[src/verilog/attnPkg.sv]
`default_nettype none

package attnPkg;

	// -------------------- operand and result widths
	localparam int dataWidth = 8;          // signed A or B element
	localparam int tileDim = 4;            // tile side
	localparam int tileElems = 16;         // elements per tile
	localparam int accWidth = 18;          // 16-bit product plus growth over four terms
	localparam int importanceWidth = 22;   // sum of 16 magnitudes

	// -------------------- row and head bookkeeping
	localparam int headSumWidth = 32;      // row sum and head sum
	localparam int tilesPerRow = 16;       // score slots per row, also the mask width
	localparam int tileIndexWidth = 5;     // counts 0 to tilesPerRow

	// pruning ratio is given in eighths
	localparam int ratioWidth = 3;
	localparam int ratioShift = 3;

endpackage

`default_nettype wire

[src/verilog/tileBus.sv]
`timescale 1ns/1ps
`default_nettype none

// decoded tile and its strobes, decode stage to execute stage
interface tileBus import attnPkg::*;
();

	logic valid;       // one cycle per tile
	logic endOfRow;
	logic endOfHead;

	logic signed [dataWidth-1:0] a [tileElems];   // (i,k) at i*tileDim+k
	logic signed [dataWidth-1:0] b [tileElems];   // (k,j) at k*tileDim+j

	modport source (output valid, output endOfRow, output endOfHead, output a, output b);

	modport sink (input valid, input endOfRow, input endOfHead, input a, input b);

endinterface

`default_nettype wire

[src/verilog/tileDecode.sv]
`timescale 1ns/1ps
`default_nettype none

module tileDecode import attnPkg::*;
(
	input wire clk,
	input wire _resetRow,
	input wire tileValid,
	input wire endOfRow,
	input wire endOfHead,
	input wire [tileElems*dataWidth-1:0] aTile,
	input wire [tileElems*dataWidth-1:0] bTile,
	tileBus.source tiles
);

	// -------------------- strobes
	always_ff @(posedge clk or negedge _resetRow)
	begin
		if (!_resetRow)
		begin
			tiles.valid <= 1'b0;
			tiles.endOfRow <= 1'b0;
			tiles.endOfHead <= 1'b0;
		end
		else
		begin
			tiles.valid <= tileValid;
			tiles.endOfRow <= tileValid & endOfRow;     // row end only counts with a tile
			tiles.endOfHead <= tileValid & endOfHead;
		end
	end

	// -------------------- operands
	// element n sits at slice n*dataWidth of the flat word
	always_ff @(posedge clk)
	begin
		if (tileValid)
		begin
			for (int n = 0; n < tileElems; n++)
			begin
				tiles.a[n] <= aTile[n*dataWidth +: dataWidth];
				tiles.b[n] <= bTile[n*dataWidth +: dataWidth];
			end
		end
	end

endmodule

`default_nettype wire

[src/flat_wrapper.sv]
// flat-port wrapper written by rule: the top's interface ports become plain ports
module tileDecode_flat import attnPkg::*;
  (clk, _resetRow, tileValid, endOfRow, endOfHead, aTile, bTile, tiles_valid, tiles_endOfRow, tiles_endOfHead, tiles_a, tiles_b);
  tileBus tiles_i ();
  input wire clk;
  input wire _resetRow;
  input wire tileValid;
  input wire endOfRow;
  input wire endOfHead;
  input wire [tileElems*dataWidth-1:0] aTile;
  input wire [tileElems*dataWidth-1:0] bTile;
  output wire logic [$bits(tiles_i.valid)-1:0] tiles_valid;
  output wire logic [$bits(tiles_i.endOfRow)-1:0] tiles_endOfRow;
  output wire logic [$bits(tiles_i.endOfHead)-1:0] tiles_endOfHead;
  output wire logic [$bits(tiles_i.a)-1:0] tiles_a;
  output wire logic [$bits(tiles_i.b)-1:0] tiles_b;
  assign tiles_valid = tiles_i.valid;
  assign tiles_endOfRow = tiles_i.endOfRow;
  assign tiles_endOfHead = tiles_i.endOfHead;
  assign tiles_a = {>>{tiles_i.a}};
  assign tiles_b = {>>{tiles_i.b}};
  tileDecode u_core (.clk(clk), ._resetRow(_resetRow), .tileValid(tileValid), .endOfRow(endOfRow), .endOfHead(endOfHead), .aTile(aTile), .bTile(bTile), .tiles(tiles_i));
endmodule
[config.mk]
export PLATFORM = sky130hd
export DESIGN_NAME = tileDecode_flat
export DESIGN_NICKNAME = d
export VERILOG_FILES = /design/src/verilog/attnPkg.sv /design/src/verilog/tileBus.sv /design/src/verilog/tileDecode.sv /design/src/flat_wrapper.sv
export SDC_FILE = /design/constraint.sdc
export NUM_CORES = 1
export LEC_CHECK = 0
export BUFFER_PORTS_ARGS = -buffer_cell sky130_fd_sc_hd__buf_2
export CAP_MARGIN = 20
export CORE_AREA = 2 2 205 207
export DETAILED_ROUTE_END_ITERATION = 7
export DIE_AREA = 0 0 207 209
export GPL_ROUTABILITY_DRIVEN = 0
export SYNTH_ARGS = -nofsm -noshare
export SYNTH_HDL_FRONTEND = slang
export SYNTH_SLANG_ARGS = --single-unit
[constraint.sdc]
create_clock -name clk -period 0.8 [get_ports clk]
set_input_delay 0.04 -clock clk [delete_from_list [all_inputs] [get_ports clk]]
set_output_delay 0.04 -clock clk [all_outputs]
set_load 0.01 [all_outputs]
# After elaboration in Yosys (flattened, before gate mapping)
# Cells that the tools add are included.
[op_classes]
bitwise_logic = 2
[op_table]
columns = ["cell", "n"]
rows = [
  ["$and A1 B1 Y1", 2],
]
[totals]
reg_bits = 259
in_bits = 261
output_inout_bits = 259
elab_cells = 37

# Depth between registers and ports, before layout
[logic_depth]
ltp_word = 1
ltp_mapped = 1
ltp_nobuf = 1

# Worst setup path after synthesis
# Ideal clock, no wire load.
[synth_path]
kind = "reg2out"
from = "reg u_core.tiles.a[0]"
to = "out tiles_a[0]"
t_arrival_ps = 394
required_ps = 760
slack_ps = 366
stages_incl_launch_ff = 1
path_buffers = 0
path_cell_list = "edfxtp_1"
[synth_lines]
columns = ["item", "line_no", "rtl"]
rows = [
  ["start, declared", "tileBus.sv:15", "modport source (output valid, output endOfRow, output endOfHead, output a, output b);"],
  ["start signal, assigned by index", "tileDecode.sv:41", "tiles.a[n] <= aTile[n*dataWidth +: dataWidth];"],
  ["end, declared", "flat_wrapper.sv:15", "output wire logic [$bits(tiles_i.a)-1:0] tiles_a;"],
]
# No word-level cell between the ends.

# Worst setup path after layout
[layout_path]
from = "reg u_core.tiles.b[7]"
to = "out tiles_b[7]"
[layout_lines]
columns = ["item", "line_no", "rtl"]
rows = [
  ["start, declared", "tileBus.sv:15", ""],
  ["start signal, assigned by index", "tileDecode.sv:42", "tiles.b[n] <= bTile[n*dataWidth +: dataWidth];"],
  ["end, declared", "flat_wrapper.sv:16", "output wire logic [$bits(tiles_i.b)-1:0] tiles_b;"],
]
# No word-level cell between the ends.

==> results.cfg <==
[run_status]
outcome = finished with violations
violations = negative setup slack

[clock_tree]
clk_path_buf_depth = 3
numCtsBuffers = 28
clkTransAtPathRegs_ps = 60
clockRootBuffer = clkbuf_16
cts_max_level = 1
clkSinkCount = 259
cts_tree = yes

[setup_path]
crit_type = register to output pin
crit_required_ps = 760
cpLargestDelayFamily = flip-flops
arrival_ps = 1140
crit_buf_inv = 1
slowest_stage = edfxtp_1
critPathLaunchType = register
cp_max_fo = 1
end_kind = output pin
path_cells = buf_2
slowest_delay_ps = 420

[synthesis]
synth_edf_count = 256
synth_commonest_cells = 256 x edfxtp_1, 3 x dfrtp_1, 2 x and2_1
synth.net_count = 522
synth.avg_cell_area_um2 = 29.79
seq_area_frac_synth = 0.9984
synth_most_common_cell = edfxtp_1
yosysTopAreaCell = edfxtp_1
synth_area_mm2 = 0.007775
ys_types = 3
synth_area_leaders = edfxtp_1 99%, dfrtp_1 0.97%, and2_1 0.16%
synth_warnings = 0
async_flop_share = 0.01158
synth_compound_area_frac = 0
synthAdderAreaFrac = 0
synth-xor-area-share = 0
synthSimpleGateAreaFrac = 0.001609
muxShareOfSynthArea = 0
synth_top_area_frac = 0.9887
synth_cells = 261
synth_ff_type = edfxtp_1
synth_top_family_by_area = simple AND/OR/NAND/NOR gates
synth-seq-cells = 259

[placement]
dp_hpwl_mm = 19.04
io_buffers = 519
placed_area_mm2 = 0.01143
dp.cells = 1356

[sta]
slew_violations = 0
rsz0062_at_grt = true
worst_pin_slew_ps = 183.7
setup_slack_ps = -376.9
min_period_over_period = 1.471
finalSetupViolCount = 259
relSlewSlack = 0.8775
finalCriticalPeriod_ps = 1177
fmax_mhz = 849.7
hold_viol = 0

[die]
rows = 75
ios = 520
die_h_um = 209
die_w_um = 207
die_area_mm2 = 0.04326
core_area_mm2 = 0.04129
start_util = 0.1883

[finish]
drive_above_1_share = 0.5293
num-nets-final = 1370
instances_no_fill = 1667
final_area_mm2 = 0.01504
area.growth.synth_to_final_pct = 93.42

[power_and_ir_drop]
ir_drop_v = 0.001731
power_mw = 32.91
leakagePower_nw = 6.370
powerDensity_mw_per_mm2 = 2189

[drt]
vias_per_cell = 3.602
drc = 0
wl_per_cell_um = 16.30
dr.pass1.iters = 6
num_vias = 6004
ant_nets = 0
wl_mm = 27.17
initialDrtViolationCount = 274

[global_routing]
grt_use_total = 0.1200
grt_pass1_wl_mm = 39.48
grt_max_degree = 25
grt_pass1_vias = 6718
grt_overflow = 0
antenna_found_initial = 6

[hold_path]
min_path_type = input pin to register

[run]
max_cap_viol_count = 0
[what timing repair did]
| action | 4_1_cts | 5_1_grt |
|---|---|---|
| setup buffers | 0 | 0 |
| setup endpoints to repair | 259 | 281 |
| hold buffers | 262 | 1 |
| hold endpoints to repair | 268 | 1 |
| resized for setup | 3 | 14 |
[power by group]
group	leakage, nW	switching [mW]	internal, mW	total [mW]
Sequential	2.54	0.296	16.1	16.4
Combinational	3.39	1.79	2.18	3.96
Clock	0.438	5.05	7.49	12.5
[layout make-up]
| class | instances | area (um2) |
|---|---|---|
| Tap cell | 539 | 674.4 |
| Clock buffer | 32 | 737.0 |
| Multi-Input combinational cell | 2 | 12.51 |
| Antenna cell | 2 | 5.005 |
| Timing Repair Buffer | 818 | 5695 |
| Sequential cell | 259 | 7762 |
| Fill cell | 3859 | 26250 |
| Clock inverter | 15 | 151.4 |
[registers in the layout, indices dropped and copies added (netlist names)]
name / cells
u_core.tiles.endOfRow: 1
u_core.tiles.a: 128
u_core.tiles.valid: 1
u_core.tiles.b: 128
u_core.tiles.endOfHead: 1
[per-layer routing]
layer	vias up	wire length, um	GRT usage
met4	6	751	0.03719
met3	48	2609	0.05065
met2	358	14190	0.2193
met5	-	35	0
met1	2825	9583	0.1239
li1	2767	-	-
[final timing paths]
kind                                              from                          endpoint  slack, ps  cells past startpoint
worst max-delay path       u_core.tiles.b[7]$_DFFE_PP_                        tiles_b[7]       -380                      1
worst min-delay path                         tileValid       u_core.tiles.b[8]$_DFFE_PP_         20                      3
max in group asynchronous                    _resetRow  u_core.tiles.endOfHead$_DFF_PN0_        180                      3
min in group asynchronous                    _resetRow   u_core.tiles.endOfRow$_DFF_PN0_        460                      3
[cells in the final DEF, fill, tap and decap left out, drive strengths merged]
cell type,synthesis,routed
diode,0,2
clkinvlp,0,1
edfxtp,256,256
clkinv,0,10
and2,2,2
dfrtp,3,3
buf,0,556
clkbuf,0,32
dlygate4sd3,0,262
bufinv,0,3
inv,0,1
[through the flow]
step	utilization	worst slack, ps	hold WS, ps	TNS [ps]
2_1_floorplan	-	366.2	-255.6	0
6_report	0.3642	-376.9	19.78	-76410
5_1_grt	0.3642	-438.1	23.23	-93330
4_1_cts	0.3624	-432.4	0.6825	-91830
3_5_place_dp	0.2769	-65.30	-151.7	-3262
3_3_place_gp	0.2769	-63.62	-152.3	-2949
[cell families (layout without fill, tap and decap cells)]
family	count (synthesis)	after routing
buffers and inverters	0	865
DFF	259	259
other	0	2
and+or+nand+nor	2	2
Power figures use the tool's default switching activity.
