**config.mk**
```make
export PLATFORM = sky130hd
export DESIGN_NAME = blockMask_flat
export DESIGN_NICKNAME = d
export VERILOG_FILES = /design/src/verilog/attnPkg.sv /design/src/verilog/rowStatsBus.sv /design/src/verilog/blockMask.sv /design/src/flat_wrapper.sv
export SDC_FILE = /design/constraint.sdc
export NUM_CORES = 1
export LEC_CHECK = 0
export BUFFER_PORTS_ARGS = -buffer_cell sky130_fd_sc_hd__clkbuf_2
export CELL_PAD_IN_SITES_DETAIL_PLACEMENT = 1
export CELL_PAD_IN_SITES_GLOBAL_PLACEMENT = 1
export CORE_MARGIN = 5
export CORE_UTILIZATION = 41
export CTS_CLUSTER_SIZE = 14
export DETAILED_ROUTE_END_ITERATION = 10
export HOLD_SLACK_MARGIN = 0.03
export PLACE_DENSITY = 0.91
export SLEW_MARGIN = 20
export SYNTH_ARGS = -nofsm -noshare
export SYNTH_HDL_FRONTEND = slang
export SYNTH_SLANG_ARGS = --single-unit
```
**constraint.sdc**
```tcl
create_clock -name clk -period 1.9 [get_ports clk]
set_input_delay 0.19 -clock clk [delete_from_list [all_inputs] [get_ports clk]]
set_output_delay 0.19 -clock clk [all_outputs]
set_load 0.03 [all_outputs]
```
**src/verilog/attnPkg.sv**
```systemverilog
`default_nettype none

package attnPkg;

	// -------------------- operand and result widths
	localparam int dataWidth = 8;          // signed A or B element
	localparam int tileDim = 4;            // tile side
	localparam int tileElems = 16;         // elements per tile
	localparam int accWidth = 18;          // 16-bit product plus growth over four terms
	localparam int importanceWidth = 22;   // sum of 16 magnitudes

	// -------------------- row and head bookkeeping
	localparam int headSumWidth = 32;      // row sum and head sum
	localparam int tilesPerRow = 16;       // score slots per row, also the mask width
	localparam int tileIndexWidth = 5;     // counts 0 to tilesPerRow

	// pruning ratio is given in eighths
	localparam int ratioWidth = 3;
	localparam int ratioShift = 3;

endpackage

`default_nettype wire

```
**src/verilog/rowStatsBus.sv**
```systemverilog
`timescale 1ns/1ps
`default_nettype none

// finished row statistics, all fields valid while rowDone is high
interface rowStatsBus import attnPkg::*;
();

	logic rowDone;                                   // one cycle pulse
	logic [importanceWidth-1:0] rowMin;
	logic [importanceWidth-1:0] rowMax;
	logic [tileIndexWidth-1:0] tileCount;            // tiles stored this row
	logic [importanceWidth-1:0] scores [tilesPerRow];

	modport source (output rowDone, output rowMin, output rowMax, output tileCount,
		output scores);

	modport sink (input rowDone, input rowMin, input rowMax, input tileCount,
		input scores);

endinterface

`default_nettype wire

```
**src/verilog/blockMask.sv**
```systemverilog
`timescale 1ns/1ps
`default_nettype none

module blockMask import attnPkg::*;
(
	input wire clk,
	input wire _resetRow,
	input wire [ratioWidth-1:0] blockPruningRatio,
	rowStatsBus.sink stats,
	output logic maskValid,
	output logic [tilesPerRow-1:0] mask
);

	logic [importanceWidth-1:0] spread;
	logic [importanceWidth+ratioWidth-1:0] scaled;
	logic [importanceWidth-1:0] threshold;
	logic [tilesPerRow-1:0] keep;

	// -------------------- threshold
	// min + (max - min) * ratio / 8, never above rowMax
	assign spread = stats.rowMax - stats.rowMin;
	assign scaled = spread * blockPruningRatio;
	assign threshold = stats.rowMin + importanceWidth'(scaled >> ratioShift);

	always_comb
	begin
		for (int n = 0; n < tilesPerRow; n++)
			keep[n] = (n < stats.tileCount) && (stats.scores[n] >= threshold);
	end

	// -------------------- mask register
	always_ff @(posedge clk or negedge _resetRow)
	begin
		if (!_resetRow)
		begin
			maskValid <= 1'b0;
			mask <= '0;
		end
		else
		begin
			maskValid <= stats.rowDone;
			if (stats.rowDone)   // held until the next row ends
				mask <= keep;
		end
	end

endmodule

`default_nettype wire

```
**src/flat_wrapper.sv**
```systemverilog
// flat-port wrapper written by rule: the top's interface ports become plain ports
module blockMask_flat import attnPkg::*;
  (clk, _resetRow, blockPruningRatio, maskValid, mask, stats_rowDone, stats_rowMin, stats_rowMax, stats_tileCount, stats_scores);
  rowStatsBus stats_i ();
  input wire clk;
  input wire _resetRow;
  input wire [ratioWidth-1:0] blockPruningRatio;
  output logic maskValid;
  output logic [tilesPerRow-1:0] mask;
  input wire logic [$bits(stats_i.rowDone)-1:0] stats_rowDone;
  input wire logic [$bits(stats_i.rowMin)-1:0] stats_rowMin;
  input wire logic [$bits(stats_i.rowMax)-1:0] stats_rowMax;
  input wire logic [$bits(stats_i.tileCount)-1:0] stats_tileCount;
  input wire logic [$bits(stats_i.scores)-1:0] stats_scores;
  assign stats_i.rowDone = stats_rowDone;
  assign stats_i.rowMin = stats_rowMin;
  assign stats_i.rowMax = stats_rowMax;
  assign stats_i.tileCount = stats_tileCount;
  assign stats_i.scores = {>>{stats_scores}};
  blockMask u_core (.clk(clk), ._resetRow(_resetRow), .blockPruningRatio(blockPruningRatio), .stats(stats_i), .maskValid(maskValid), .mask(mask));
endmodule
```
==> summary.txt, run 1 <==
Synth
  • Synth Area in Adders: 0.441
  • Main flop type after synthesis: dfrtp_1
  • Mux cell area share after synthesis: 0.00179
  • FFs w/ async S/R, synth: 1.00
  • Post-synthesis compound-gate area fraction: 0.249
  • Register area share after synthesis: 0.0337
  • Post-Syn Area: 12600 sq um
  • Synth cell types: 71
  • Synth Net Count: 2446
  • Synth Area in XOR/XNOR: 0.0347
  • FF+latch count, synth: 17
  • Largest family of logic cells by synthesized area: adder cells
  • Yosys warning count: 0
  • Synthesized area per cell: 7.81 sq um
  • Post-Synth Simple-Gate Area: 0.194
  • Number of synthesized flops with an enable pin: 0
  • Synthesized instance count: 1616

Clocking
  • Num CTS Buffers: 3
  • Clock buffer depth: 2
  • Root buffer cell: clkbuf_16
  • CTS H-tree lvls: 1
  • Clk sinks: 17

STA
  • Worst_ep grt: u_core.mask[2]$_DFFE_PN0P_/D
  • Worst End Pin Type: sequential cell input

Die
  • Num rows: 64
  • I/O pin count: 424
  • Die width: 185 um
  • Die H: 185 um
  • Initial core utilization: 0.413

Global routing
  • GRT Total Usage: 0.743
  • Largest net degree at the start of global routing: 25
  • GR Overflow Total: 2

Placed design
  • Pre-CTS WS: -5.91 ns
  • Routability cong.: 1.01
  • Dpl hpwl: 62800 um
  • Input/output buffers: 423

Run status
  • Run Error: [ERROR GRT-0232] Routing congestion too high. Check the congestion heatmap in the GUI.
  • Status: aborted with a tool error
  • Stop stage: global routing
## logic make-up after synthesis
group | count (synthesis)
compound gates | 492
simple gates | 480
fa+ha+maj | 433
buf+inv | 142
xor+xnor | 50
flops | 17
mux | 2
## layer usage
layer,overflow,GRT usage
met1,0,0.692
met2,0,0.914
met4,2,0.774
met5,0,0.321
met3,0,0.634
## synthesized netlist by cell type (19+ instances only)
master	instances	area (sq um)
nand4_1	48	300
o21ai_0	86	430
nand2_1	149	559
xnor2_1	29	254
nand2b_1	31	194
nor2_1	72	270
clkbuf_1	19	71.3
a211oi_1	26	195
a21o_1	62	465
a31oi_1	23	144
nor3_1	21	105
xor2_1	21	184
ha_1	400	5000
nand3_1	49	245
inv_1	114	428
fa_1	23	460
a21oi_1	157	786
nor2b_1	26	163
## metrics by stage
step	util	cells	hold WS (ns)	instance area, sq um	TNS [ns]
after floorplan	-	1616	-0.106	13100	-76.56
after global placement	0.602	2751	0.175	18400	-83.28
after detailed placement	0.602	2751	0.182	18400	-91.54
after CTS	0.631	2783	0.197	19200	-82.65
## timing repair
action                     CTS
gates resized for setup    112
pin swaps                  103
hold endpoints to repair    17
setup buffers               28
setup endpoints to repair   16
hold buffers                 1
==> run 2, diff against run 1 <==
--- a/config.mk
+++ b/config.mk
@@ -6,14 +6,10 @@
 export NUM_CORES = 1
 export LEC_CHECK = 0
 export BUFFER_PORTS_ARGS = -buffer_cell sky130_fd_sc_hd__clkbuf_2
-export CELL_PAD_IN_SITES_DETAIL_PLACEMENT = 1
-export CELL_PAD_IN_SITES_GLOBAL_PLACEMENT = 1
 export CORE_MARGIN = 5
-export CORE_UTILIZATION = 41
-export CTS_CLUSTER_SIZE = 14
+export CORE_UTILIZATION = 37
 export DETAILED_ROUTE_END_ITERATION = 10
-export HOLD_SLACK_MARGIN = 0.03
-export PLACE_DENSITY = 0.91
+export PLACE_DENSITY_LB_ADDON = 0.15
 export SLEW_MARGIN = 20
 export SYNTH_ARGS = -nofsm -noshare
 export SYNTH_HDL_FRONTEND = slang
==> run 2 against run 1 <==
The flow now finishes, with violations (negative setup slack). Synthesized cell count unchanged. Area after synthesis unchanged.
==> summary.txt, run 2 <==
Placed design
  • Dpl hpwl: 49200 um
  • Routability cong.: 0.948
  • Input/output buffers: 423
  • Placed cell area: 18400 sq um
  • Pre-CTS WS: -5.69 ns

Final layout
  • Multi-input gate area: 13600 sq um
  • Layout Nets: 3244
  • Commonest non-fill, non-tap cell in the layout: clkbuf_2
  • Reg with most FFs: u_core.mask
  • Area growth from synthesis to layout: 63.7%
  • Filler Cell Count: 3005
  • Top Registers: u_core.mask (16), u_core.maskValid (1)
  • Finished Cell Area: 20600 sq um
  • Fraction of layout cells with a size suffix above 1: 0.447
  • FF+latch area: 425 sq um
  • Largest register FFs: 16
  • Most frequent cells in the layout: 420 x clkbuf_2, 343 x buf_4, 328 x ha_1

Synth
  • FF+latch count, synth: 17
  • Most common cell in the netlist: ha_1
  • Synth top area share: 0.397
  • Synth Net Count: 2446
  • Synth area leaders: ha_1 40%, a21oi_1 6.2%, nand2_1 4.4%
  • Main flop type after synthesis: dfrtp_1
  • Post-Syn Area: 12600 sq um
  • Commonest cells post-synth: 400 x ha_1, 157 x a21oi_1, 149 x nand2_1
  • Yosys warning count: 0
  • Register area share after synthesis: 0.0337
  • Synthesized area per cell: 7.81 sq um
  • FFs w/ async S/R, synth: 1.00
  • Post-synth top area cell: ha_1
  • Synth cell types: 71
  • Number of synthesized flops with an enable pin: 0
  • Synthesized instance count: 1616

Min path
  • Hold Crit Class: in2reg

Worst setup path
  • Arrival time of the worst setup path: 7.08 ns
  • Required time of the critical path: 2.03 ns
  • Critical path's largest stage delay: 0.53 ns
  • CP Capture Type: flop
  • Setup CP Type: in2reg
  • CP max-delay cell: fa_1
  • Worst-path maximum fanout: 8
  • Worst Setup Start Kind: input port

Routing
  • DRT met1 WL: 22600 um
  • Vias post-DR: 15800
  • Antenna Violating Nets Remaining: 0
  • DRC errors left: 0
  • Pre-Repair DR Iteration Count: 5
  • Vias/cell: 5.50
  • DR iter-0 viols: 563
  • Routed wl met2: 28800 um
  • WL met3: 3040 um
  • Top sig layer: met5
  • WL final: 57900 um
  • DR WL/cell: 20.1 um

STA
  • Fin. Hold Viols: 0
  • Measured slew at the worst slew-check pin: 0.583 ns
  • Worst Clk Skew: 0 ns
  • Endpoints failing setup: 16
  • Tcrit/Tclk final: 3.66
  • Setup ws final: -5.06 ns
  • Worst hold slack: 0.271 ns
  • RSZ-0062 raised after global routing: true
  • Final Max Slew Viols: 0
  • Maximum clock rate: 0.144 GHz
  • Relative slew slack: 0.608
  • Period minus WS final: 6.96 ns

Clocking
  • Clk_lat worst skew: 0.25 ns
  • Root buffer cell: clkbuf_16
  • CTS H-tree lvls: 1
  • Clock Pin Slew Worst Setup and Hold Paths: 0.06 ns
  • Clk sinks: 17
  • CTS tree: done
  • Num CTS Buffers: 3
  • Clock buffer depth: 2

Die
  • Die width: 195 um
  • Initial core utilization: 0.375
  • Die area: 37900 sq um
  • Num rows: 67
  • Die H: 195 um
  • I/O pin count: 424
  • Core area: 33600 sq um

Global routing
  • Initial antenna violation count: 19
  • GR Overflow Total: 0
  • Largest net degree at the start of global routing: 26
  • GRT Total Usage: 0.285
  • Vias in the first global route: 16200
  • First-pass GRT wire length: 86900 um

Run status
  • Status: finished with violations
  • Failing checks: negative setup slack

Run
  • Max-Cap Viols: 0
## run 2: cell counts after synthesis
No cell type changed its count.
## run 2: layout make-up
type | count | share of cell area
Tap cell | 448 | 0.0271
Clock buffer | 4 | 0.00382
Antenna cell | 20 | 0.00242
Multi-Input combinational cell | 1458 | 0.658
Inverter | 114 | 0.0217
Timing Repair Buffer | 820 | 0.267
Sequential cell | 17 | 0.0206
## run 2: cell families after synthesis
logic type,share of synthesized area
adders and majority gates,0.441
AOI/OAI and AO/OA,0.249
xor gates and xnor gates,0.0347
DFF,0.0337
muxes,0.00179
buffers and inverters,0.0451
and+or+nand+nor,0.194
## run 2: metrics by stage
| stage | TNS, ns | cells | util |
|---|---|---|---|
| 6_report | -78.64 | 2881 | 0.614 |
| 5_1_grt | -83.48 | 2878 | 0.614 |
| 3_5_place_dp | -87.46 | 2801 | 0.548 |
| 3_3_place_gp | -85.59 | 2801 | 0.548 |
| 4_1_cts | -79.13 | 2847 | 0.589 |
| 2_1_floorplan | -76.56 | 1616 | - |
## run 2: final timing paths
path / from / to / slack (ns) / cells past startpoint
hold reg to reg: u_core.mask[2] / u_core.mask[2] / 0.53 / 2
setup reg to reg: u_core.mask[14] / u_core.mask[14] / 0.97 / 3
min in group asynchronous: _resetRow / u_core.mask[6] / 0.43 / 2
hold / removal: stats_scores[350] / u_core.mask[0] / 0.27 / 3
setup / recovery: stats_rowMin[1] / u_core.mask[2] / -5.06 / 42
max in group asynchronous: _resetRow / u_core.mask[3] / 1.14 / 2
## run 2: per-layer routing
layer	track usage	vias up
met5	0	-
li1	-	7766
met3	0.0255	149
met2	0.526	535
met4	0.133	2
met1	0.330	7391
## run 2: timing repair
action                                  4_1_cts  5_1_grt
setup buffers                                44       19
endpoints found under the setup margin       16       16
gates resized for setup                     158      113
cloned                                        1        0
pin swaps                                   124       98
hold endpoints to repair                     17        0
hold buffers                                  1        0
## run 2: critical path, delay by kind of cell
family                   cells  cell delay (ns)
AND/OR/NAND/NOR             10             1.49
XOR/XNOR                     3             0.41
adder cells (fa/ha/maj)      5             1.47
AO/OA/AOI/OAI               16             2.47
buffers and inverters        8             1.04
Power of run 2 is not shown: default switching activity piles up to over one toggle a cycle in this logic, so the estimate is an artifact.
