$ cat config.mk
export PLATFORM = sky130hd
export DESIGN_NAME = rowImportance_flat
export DESIGN_NICKNAME = d
export VERILOG_FILES = /design/src/verilog/attnPkg.sv /design/src/verilog/rowStatsBus.sv /design/src/verilog/scoreBus.sv /design/src/verilog/rowImportance.sv /design/src/flat_wrapper.sv
export SDC_FILE = /design/constraint.sdc
export NUM_CORES = 1
export LEC_CHECK = 0
export BUFFER_PORTS_ARGS = -buffer_cell sky130_fd_sc_hd__buf_4
export CELL_PAD_IN_SITES_DETAIL_PLACEMENT = 1
export CELL_PAD_IN_SITES_GLOBAL_PLACEMENT = 2
export CORE_MARGIN = 4
export CORE_UTILIZATION = 40
export DETAILED_ROUTE_END_ITERATION = 6
export PLACE_DENSITY_LB_ADDON = 0.15
export SKIP_LAST_GASP = 1
export SLEW_MARGIN = 20
export SYNTH_ARGS = -nofsm -noshare
export SYNTH_HDL_FRONTEND = slang
export SYNTH_SLANG_ARGS = --single-unit
export TNS_END_PERCENT = 50
$ cat constraint.sdc
create_clock -name clk -period 10.55 [get_ports clk]
set_input_delay 1.055 -clock clk [delete_from_list [all_inputs] [get_ports clk]]
set_output_delay 1.055 -clock clk [all_outputs]
set_load 0.03 [all_outputs]
$ cat src/verilog/attnPkg.sv
`default_nettype none

package attnPkg;

	// -------------------- operand and result widths
	localparam int dataWidth = 8;          // signed A or B element
	localparam int tileDim = 4;            // tile side
	localparam int tileElems = 16;         // elements per tile
	localparam int accWidth = 18;          // 16-bit product plus growth over four terms
	localparam int importanceWidth = 22;   // sum of 16 magnitudes

	// -------------------- row and head bookkeeping
	localparam int headSumWidth = 32;      // row sum and head sum
	localparam int tilesPerRow = 16;       // score slots per row, also the mask width
	localparam int tileIndexWidth = 5;     // counts 0 to tilesPerRow

	// pruning ratio is given in eighths
	localparam int ratioWidth = 3;
	localparam int ratioShift = 3;

endpackage

`default_nettype wire

$ cat src/verilog/rowStatsBus.sv
`timescale 1ns/1ps
`default_nettype none

// finished row statistics, all fields valid while rowDone is high
interface rowStatsBus import attnPkg::*;
();

	logic rowDone;                                   // one cycle pulse
	logic [importanceWidth-1:0] rowMin;
	logic [importanceWidth-1:0] rowMax;
	logic [tileIndexWidth-1:0] tileCount;            // tiles stored this row
	logic [importanceWidth-1:0] scores [tilesPerRow];

	modport source (output rowDone, output rowMin, output rowMax, output tileCount,
		output scores);

	modport sink (input rowDone, input rowMin, input rowMax, input tileCount,
		input scores);

endinterface

`default_nettype wire

$ cat src/verilog/scoreBus.sv
`timescale 1ns/1ps
`default_nettype none

// tile importance, execute stage to row scorer
interface scoreBus import attnPkg::*;
();

	logic valid;
	logic endOfRow;    // only meaningful with valid
	logic endOfHead;
	logic [importanceWidth-1:0] importance;

	modport source (output valid, output endOfRow, output endOfHead, output importance);

	modport sink (input valid, input endOfRow, input endOfHead, input importance);

endinterface

`default_nettype wire

$ cat src/verilog/rowImportance.sv
`timescale 1ns/1ps
`default_nettype none

module rowImportance import attnPkg::*;
(
	input wire clk,
	input wire _resetRow,
	input wire [headSumWidth-1:0] headThreshold,
	scoreBus.sink scores,
	rowStatsBus.source stats,
	output logic headValid,
	output logic pruneHead
);

	logic [importanceWidth-1:0] scoreMem [tilesPerRow];
	logic [tileIndexWidth-1:0] tileCount;
	logic [importanceWidth-1:0] runMin;
	logic [importanceWidth-1:0] runMax;
	logic [headSumWidth-1:0] rowSum;
	logic [headSumWidth-1:0] headSum;
	logic slotFree;
	logic [tileIndexWidth-1:0] nextCount;
	logic [importanceWidth-1:0] nextMin;
	logic [importanceWidth-1:0] nextMax;
	logic [headSumWidth-1:0] nextRowSum;
	logic [headSumWidth-1:0] nextHeadSum;

	// -------------------- row state including the incoming tile
	assign slotFree = tileCount < tilesPerRow;
	assign nextCount = slotFree ? tileCount + 1'b1 : tileCount;   // tiles past 16 unscored
	assign nextMin = (scores.importance < runMin) ? scores.importance : runMin;
	assign nextMax = (scores.importance > runMax) ? scores.importance : runMax;
	assign nextRowSum = rowSum + headSumWidth'(scores.importance);
	assign nextHeadSum = headSum + nextRowSum;

	// slots above tileCount are stale, blockMask masks them off
	assign stats.scores = scoreMem;

	always_ff @(posedge clk)
	begin
		if (scores.valid && slotFree)
			scoreMem[tileCount[tileIndexWidth-2:0]] <= scores.importance;
	end

	// -------------------- row and head bookkeeping
	always_ff @(posedge clk or negedge _resetRow)
	begin
		if (!_resetRow)
		begin
			tileCount <= '0;
			runMin <= '1;
			runMax <= '0;
			rowSum <= '0;
			headSum <= '0;
			stats.rowDone <= 1'b0;
			stats.rowMin <= '0;
			stats.rowMax <= '0;
			stats.tileCount <= '0;
			headValid <= 1'b0;
			pruneHead <= 1'b0;
		end
		else
		begin
			stats.rowDone <= 1'b0;
			headValid <= 1'b0;
			if (scores.valid && scores.endOfRow)
			begin
				stats.rowDone <= 1'b1;
				stats.rowMin <= nextMin;
				stats.rowMax <= nextMax;
				stats.tileCount <= nextCount;
				tileCount <= '0;   // fresh row
				runMin <= '1;
				runMax <= '0;
				rowSum <= '0;
				if (scores.endOfHead)
				begin
					headValid <= 1'b1;
					pruneHead <= (nextHeadSum <= headThreshold);
					headSum <= '0;
				end
				else
					headSum <= nextHeadSum;
			end
			else if (scores.valid)
			begin
				tileCount <= nextCount;
				runMin <= nextMin;
				runMax <= nextMax;
				rowSum <= nextRowSum;
			end
		end
	end

endmodule

`default_nettype wire

$ cat src/flat_wrapper.sv
// flat-port wrapper written by rule: the top's interface ports become plain ports
module rowImportance_flat import attnPkg::*;
  (clk, _resetRow, headThreshold, headValid, pruneHead, scores_valid, scores_endOfRow, scores_endOfHead, scores_importance, stats_rowDone, stats_rowMin, stats_rowMax, stats_tileCount, stats_scores);
  scoreBus scores_i ();
  rowStatsBus stats_i ();
  input wire clk;
  input wire _resetRow;
  input wire [headSumWidth-1:0] headThreshold;
  output logic headValid;
  output logic pruneHead;
  input wire logic [$bits(scores_i.valid)-1:0] scores_valid;
  input wire logic [$bits(scores_i.endOfRow)-1:0] scores_endOfRow;
  input wire logic [$bits(scores_i.endOfHead)-1:0] scores_endOfHead;
  input wire logic [$bits(scores_i.importance)-1:0] scores_importance;
  output wire logic [$bits(stats_i.rowDone)-1:0] stats_rowDone;
  output wire logic [$bits(stats_i.rowMin)-1:0] stats_rowMin;
  output wire logic [$bits(stats_i.rowMax)-1:0] stats_rowMax;
  output wire logic [$bits(stats_i.tileCount)-1:0] stats_tileCount;
  output wire logic [$bits(stats_i.scores)-1:0] stats_scores;
  assign scores_i.valid = scores_valid;
  assign scores_i.endOfRow = scores_endOfRow;
  assign scores_i.endOfHead = scores_endOfHead;
  assign scores_i.importance = scores_importance;
  assign stats_rowDone = stats_i.rowDone;
  assign stats_rowMin = stats_i.rowMin;
  assign stats_rowMax = stats_i.rowMax;
  assign stats_tileCount = stats_i.tileCount;
  assign stats_scores = {>>{stats_i.scores}};
  rowImportance u_core (.clk(clk), ._resetRow(_resetRow), .headThreshold(headThreshold), .scores(scores_i), .stats(stats_i), .headValid(headValid), .pruneHead(pruneHead));
endmodule
After elaboration in Yosys (flattened, before gate mapping)
Cells that the tools add are included.
- $add $sub $neg: 3
- $lt $le $gt $ge: 6
- mux-type cells: 18
- bitwise gates (word level): 1
- reductions and logical operators: 5
- operators with widths (operator ; count):
    352-bit bitwise mux ; 1
    22-bit 2-to-1 mux ; 7
    32-bit 2-to-1 mux ; 3
    22-bit demux with 4-bit select ; 1
    32-bit by 22-bit adder with 32-bit output ; 1
    32-bit adder ; 1
    32-bit less-or-equal comparator ; 1
    22-bit > comparator ; 1
    22-bit < comparator ; 1
    5-bit 2-to-1 mux ; 3
    5-bit by 1-bit adder with 5-bit output (second input constant) ; 1
    5-bit greater-or-equal comparator (second input constant) ; 1
    5-bit by 1-bit < comparator with 1-bit output (second input constant) ; 1
    5-bit < comparator (second input constant) ; 1
    4-bit NOT with 5-bit output ; 1
    1-bit logical AND ; 3
    1-bit 2-to-1 mux ; 3
    2-bit AND reduction ; 1
    2-bit nonzero test ; 1
- register bits: 517
- input port bits: 59
- output and inout bits: 404
- word-level logic and storage cells: 60

Logic depth before layout (Yosys ltp)
- depth after elaboration: 6
- depth in mapped cells: 29
- depth with buffers taken out: 28

Worst setup path after synthesis
OpenSTA, ideal clock, no wires.
- kind: input to register
- from: input scores_importance[0]
- to: register u_core.pruneHead
- library setup time: 0.130 ns
- data arrival time: 5.950 ns
- required time: 10.420 ns
- path slack: 4.470 ns
- stages: 27
- cell sequence: ha_1 inv_1 fa_1 nor2b_1 o21a_1 o21ai_2 a21oi_2 a311o_1 and3_1 a221oi_2 buf_4 xnor2_1 ha_1 a21oi_1 o21ai_0 or3_1 o21ai_2 and3b_1 a311o_1 xor2_1 ha_1 nand4_1 nor3_1 nand3_1 nor3_1 and2_1 o21ai_0
- cells in the longest elaborated chain, start to end: 3
- RTL lines (item ; line ; text):
    from (decl) ; flat_wrapper.sv:14 ; input wire logic [$bits(scores_i.importance)-1:0] scores_importance;
    32-bit by 22-bit adder with 32-bit output ; rowImportance.sv:33 ; assign nextRowSum = rowSum + headSumWidth'(scores.importance);
    32-bit adder ; rowImportance.sv:34 ; assign nextHeadSum = headSum + nextRowSum;
    32-bit less-or-equal comparator ; rowImportance.sv:79 ; pruneHead <= (nextHeadSum <= headThreshold);
    to (signal assigned) ; rowImportance.sv:79 ;
    to (decl) ; rowImportance.sv:12 ; output logic pruneHead
Every way passes these cells.
A chain may end at the register's enable or synchronous reset.

Worst setup path in the final report
Same ends and word-level chain as after synthesis.

==> impl_results.md <==
- Outcome: finished clean
- Post-Route Setup TNS: 0 ns
- Mean Syn Cell Area: 13.7 µm²
- Final wirelength: 77.4 mm
- Fillcell total: 5662
- Relative slew margins: 0.217
- FMAX: 0.154 GHz
- Inst Count DP: 2805
- Initial antenna violation count: 1
- Pwr Total: 6.88 mW
- Global placement routability congestion: 0.848
- DR iter-0 viols: 1003
- Via count: 15953
- Leak Pwr: 12.2 nW
- Final hold violations: 0
- Initial cell density of the core: 0.403
- Largest net degree at the start of global routing: 93
- CP Launch Type: input port
- Crit path max fanout: 24
- # resized after CTS: 0
- Skew-Pair Late Insertion Delay: 0.61 ns
- Clock Sinks: 517
- Post-route minimum period: 6.50 ns
- Worst endpoint data arrival time: 7.02 ns
- FF/Latch Area: 14700 µm²
- Most frequent cells in the layout: buf_4, edfxtp_1, dfrtp_1
- Worst-margin pin slew: 1.17 ns
- Gr ovfl total: 0
- Initial DRT Pass Iterations: 5
- Yosys reg bits: 517
- Final critical-path share of the clock period: 0.616
- Die Height: 244 µm
- Ys flop type: edfxtp_1
- PD cells: 242 nW/µm²
- Post-DR wirelength/cell: 26.7 µm
- Vias in the first global route: 16524
- I/O pin count: 463
- Cts bufs inserted: 53
- Part of the Yosys area used for sequential elements: 0.663
- Synthesized Nets: 1811
- Final Max Slew Viols: 0
- Syn Std Cell Area: 22200 µm²
- Worst Setup End Kind: flop
- Antenna Cells: 0
- DIE AREA: 59400 µm²
- Postcts setup bufs: 0
- Setup-failing EPs final: 0
- Clk buf depth: 3
- Synth async-reset ratio: 0.319
- Post-Layout Cell Count: 2904
- Post-DR vias/cell: 5.49
- GRT Overall Usage: 0.253
- Max VDD drop: 0.000146 V
- CTS Root Buffer Type: clkbuf_16
- FF-to-FF setup slack: 4.58 ns
- Number of port buffers: 462
- Fin Clk Skew: 0.0295 ns
- Clock transition at path regs: 0.07 ns
- Row Count: 86
- Multi-input logic area: 7000 µm²
- H-tree Lvls: 2
- HP Class: flop to flop
- Layout area overhead: 28.1%
- Hold_buf cts: 0
- Commonest non-fill, non-tap cell in the layout: buf_4
- Synth warnings: 0
- CTS tree: done
- Width of the chip: 244 µm
- First-pass GRT wire length: 114 mm
- Post-DP HPWL: 54.2 mm
- Share of layout cells above drive strength 1: 0.294
- Routed Antenna Nets: 0
- Area of the core: 55100 µm²
- Mapped Cells: 1618
- Final net count: 2305
- Unrepaired setup endpoints after global routing: false
- Number of distinct library cells after synthesis: 72
- Worst EP required: 11.08 ns
- # Max-Cap Violations: 0
- Critical path class: input port to flop
- Number of synthesized flops with an enable pin: 352
- DRC Markers: 0
metrics by stage:
stage	worst slack [ns]	cell area, µm²	hold slack [ns]	utilization
floorplan	4.47	22200	0.455	-
global placement	3.51	26700	0.471	0.485
detailed placement	3.45	26700	0.481	0.485
CTS	4.07	28500	0.494	0.516
global route	3.49	28500	0.517	0.517
finish	4.05	28500	0.486	0.517
worst max-delay path, stage by stage:
cell       delay, ns
buf_4           0.33
ha_1            0.23
inv_1           0.06
fa_1            0.39
nor2b_1         0.13
o21a_1          0.15
o21ai_2         0.07
a21oi_2         0.23
a311o_1         0.27
a41oi_1         0.22
o31ai_1         0.33
xnor2_1         0.22
ha_1            0.36
a21oi_1         0.19
o21ai_0         0.14
or3_1           0.37
o21ai_2         0.20
and3b_1         0.24
a311o_1         0.36
xor2_1          0.20
ha_1            0.28
nand4_1         0.12
nor4_1          0.06
a2111oi_0       0.40
o221ai_1        0.20
o21ai_0         0.18
per-layer routing:
metal / routed length, µm / GRT usage / vias to the layer above
met1: 32400 / 0.336 / 8226
li1: - / - / 7071
met4: 2620 / 0.0786 / 2
met5: 17 / 0 / -
met3: 4630 / 0.0422 / 115
met2: 37700 / 0.430 / 539
path summary, 6_finish.rpt:
check                                      from                       to  cells after the start
hold / removal                u_core.headSum[0]        u_core.headSum[0]                      2
setup / recovery           scores_importance[0]         u_core.pruneHead                     26
max in group asynchronous             _resetRow         u_core.runMax[2]                      2
setup reg to reg               u_core.rowSum[0]         u_core.pruneHead                     25
hold reg to reg               u_core.headSum[0]        u_core.headSum[0]                      2
min in group asynchronous             _resetRow  u_core.stats.rowMin[10]                      1
synth_stat cells (18+ instances only):
master,number,area share
edfxtp_1,352,0.48
dfrtp_1,143,0.16
ha_1,132,0.074
inv_1,99,0.017
nand2_1,84,0.014
nor2_1,84,0.014
a21oi_1,82,0.018
a22o_1,69,0.027
o21ai_0,61,0.014
clkbuf_1,42,0.0071
a21o_1,39,0.013
xnor2_1,38,0.015
nor3_1,36,0.0081
a211oi_1,26,0.0088
mux2i_1,25,0.011
o22ai_1,25,0.0070
dfstp_2,22,0.026
nor2b_1,22,0.0062
o22a_1,22,0.0087
nand3_1,21,0.0047
xor2_1,20,0.0079
nand4_1,18,0.0051
flip-flops by register name (all words and copies together) (netlist names):
name	count
u_core.stats.rowMin	22
u_core.stats.scores	352
u_core.headValid	1
u_core.runMin	22
u_core.stats.rowMax	22
u_core.stats.tileCount	5
u_core.tileCount	5
u_core.rowSum	32
u_core.runMax	22
u_core.pruneHead	1
u_core.stats.rowDone	1
u_core.headSum	32
area by class of cell:
cell class	count	area share
Sequential cell	517	0.517
Tap cell	748	0.0329
Timing Repair Buffer	490	0.129
Multi-Input combinational cell	950	0.246
Inverter	100	0.0132
Clock buffer	61	0.0484
Clock inverter	38	0.0129
kinds of logic (layout without fill, tap and decap cells):
| logic type | after synthesis | in the layout | synth area share |
|---|---|---|---|
| AOI/OAI and AO/OA | 407 | 407 | 0.129 |
| xor gates and xnor gates | 59 | 59 | 0.0239 |
| adders and majority gates | 134 | 134 | 0.0761 |
| buffers and inverters | 151 | 689 | 0.0261 |
| DFF | 517 | 517 | 0.663 |
| muxes | 26 | 26 | 0.0118 |
| and+or+nand+nor | 324 | 324 | 0.0703 |
where the power goes:
| part | switching, mW | internal [mW] |
|---|---|---|
| Sequential | 0.137 | 2.37 |
| Combinational | 1.51 | 0.969 |
| Clock | 0.824 | 1.07 |
No activity file was read; power rests on OpenSTA's default activity.
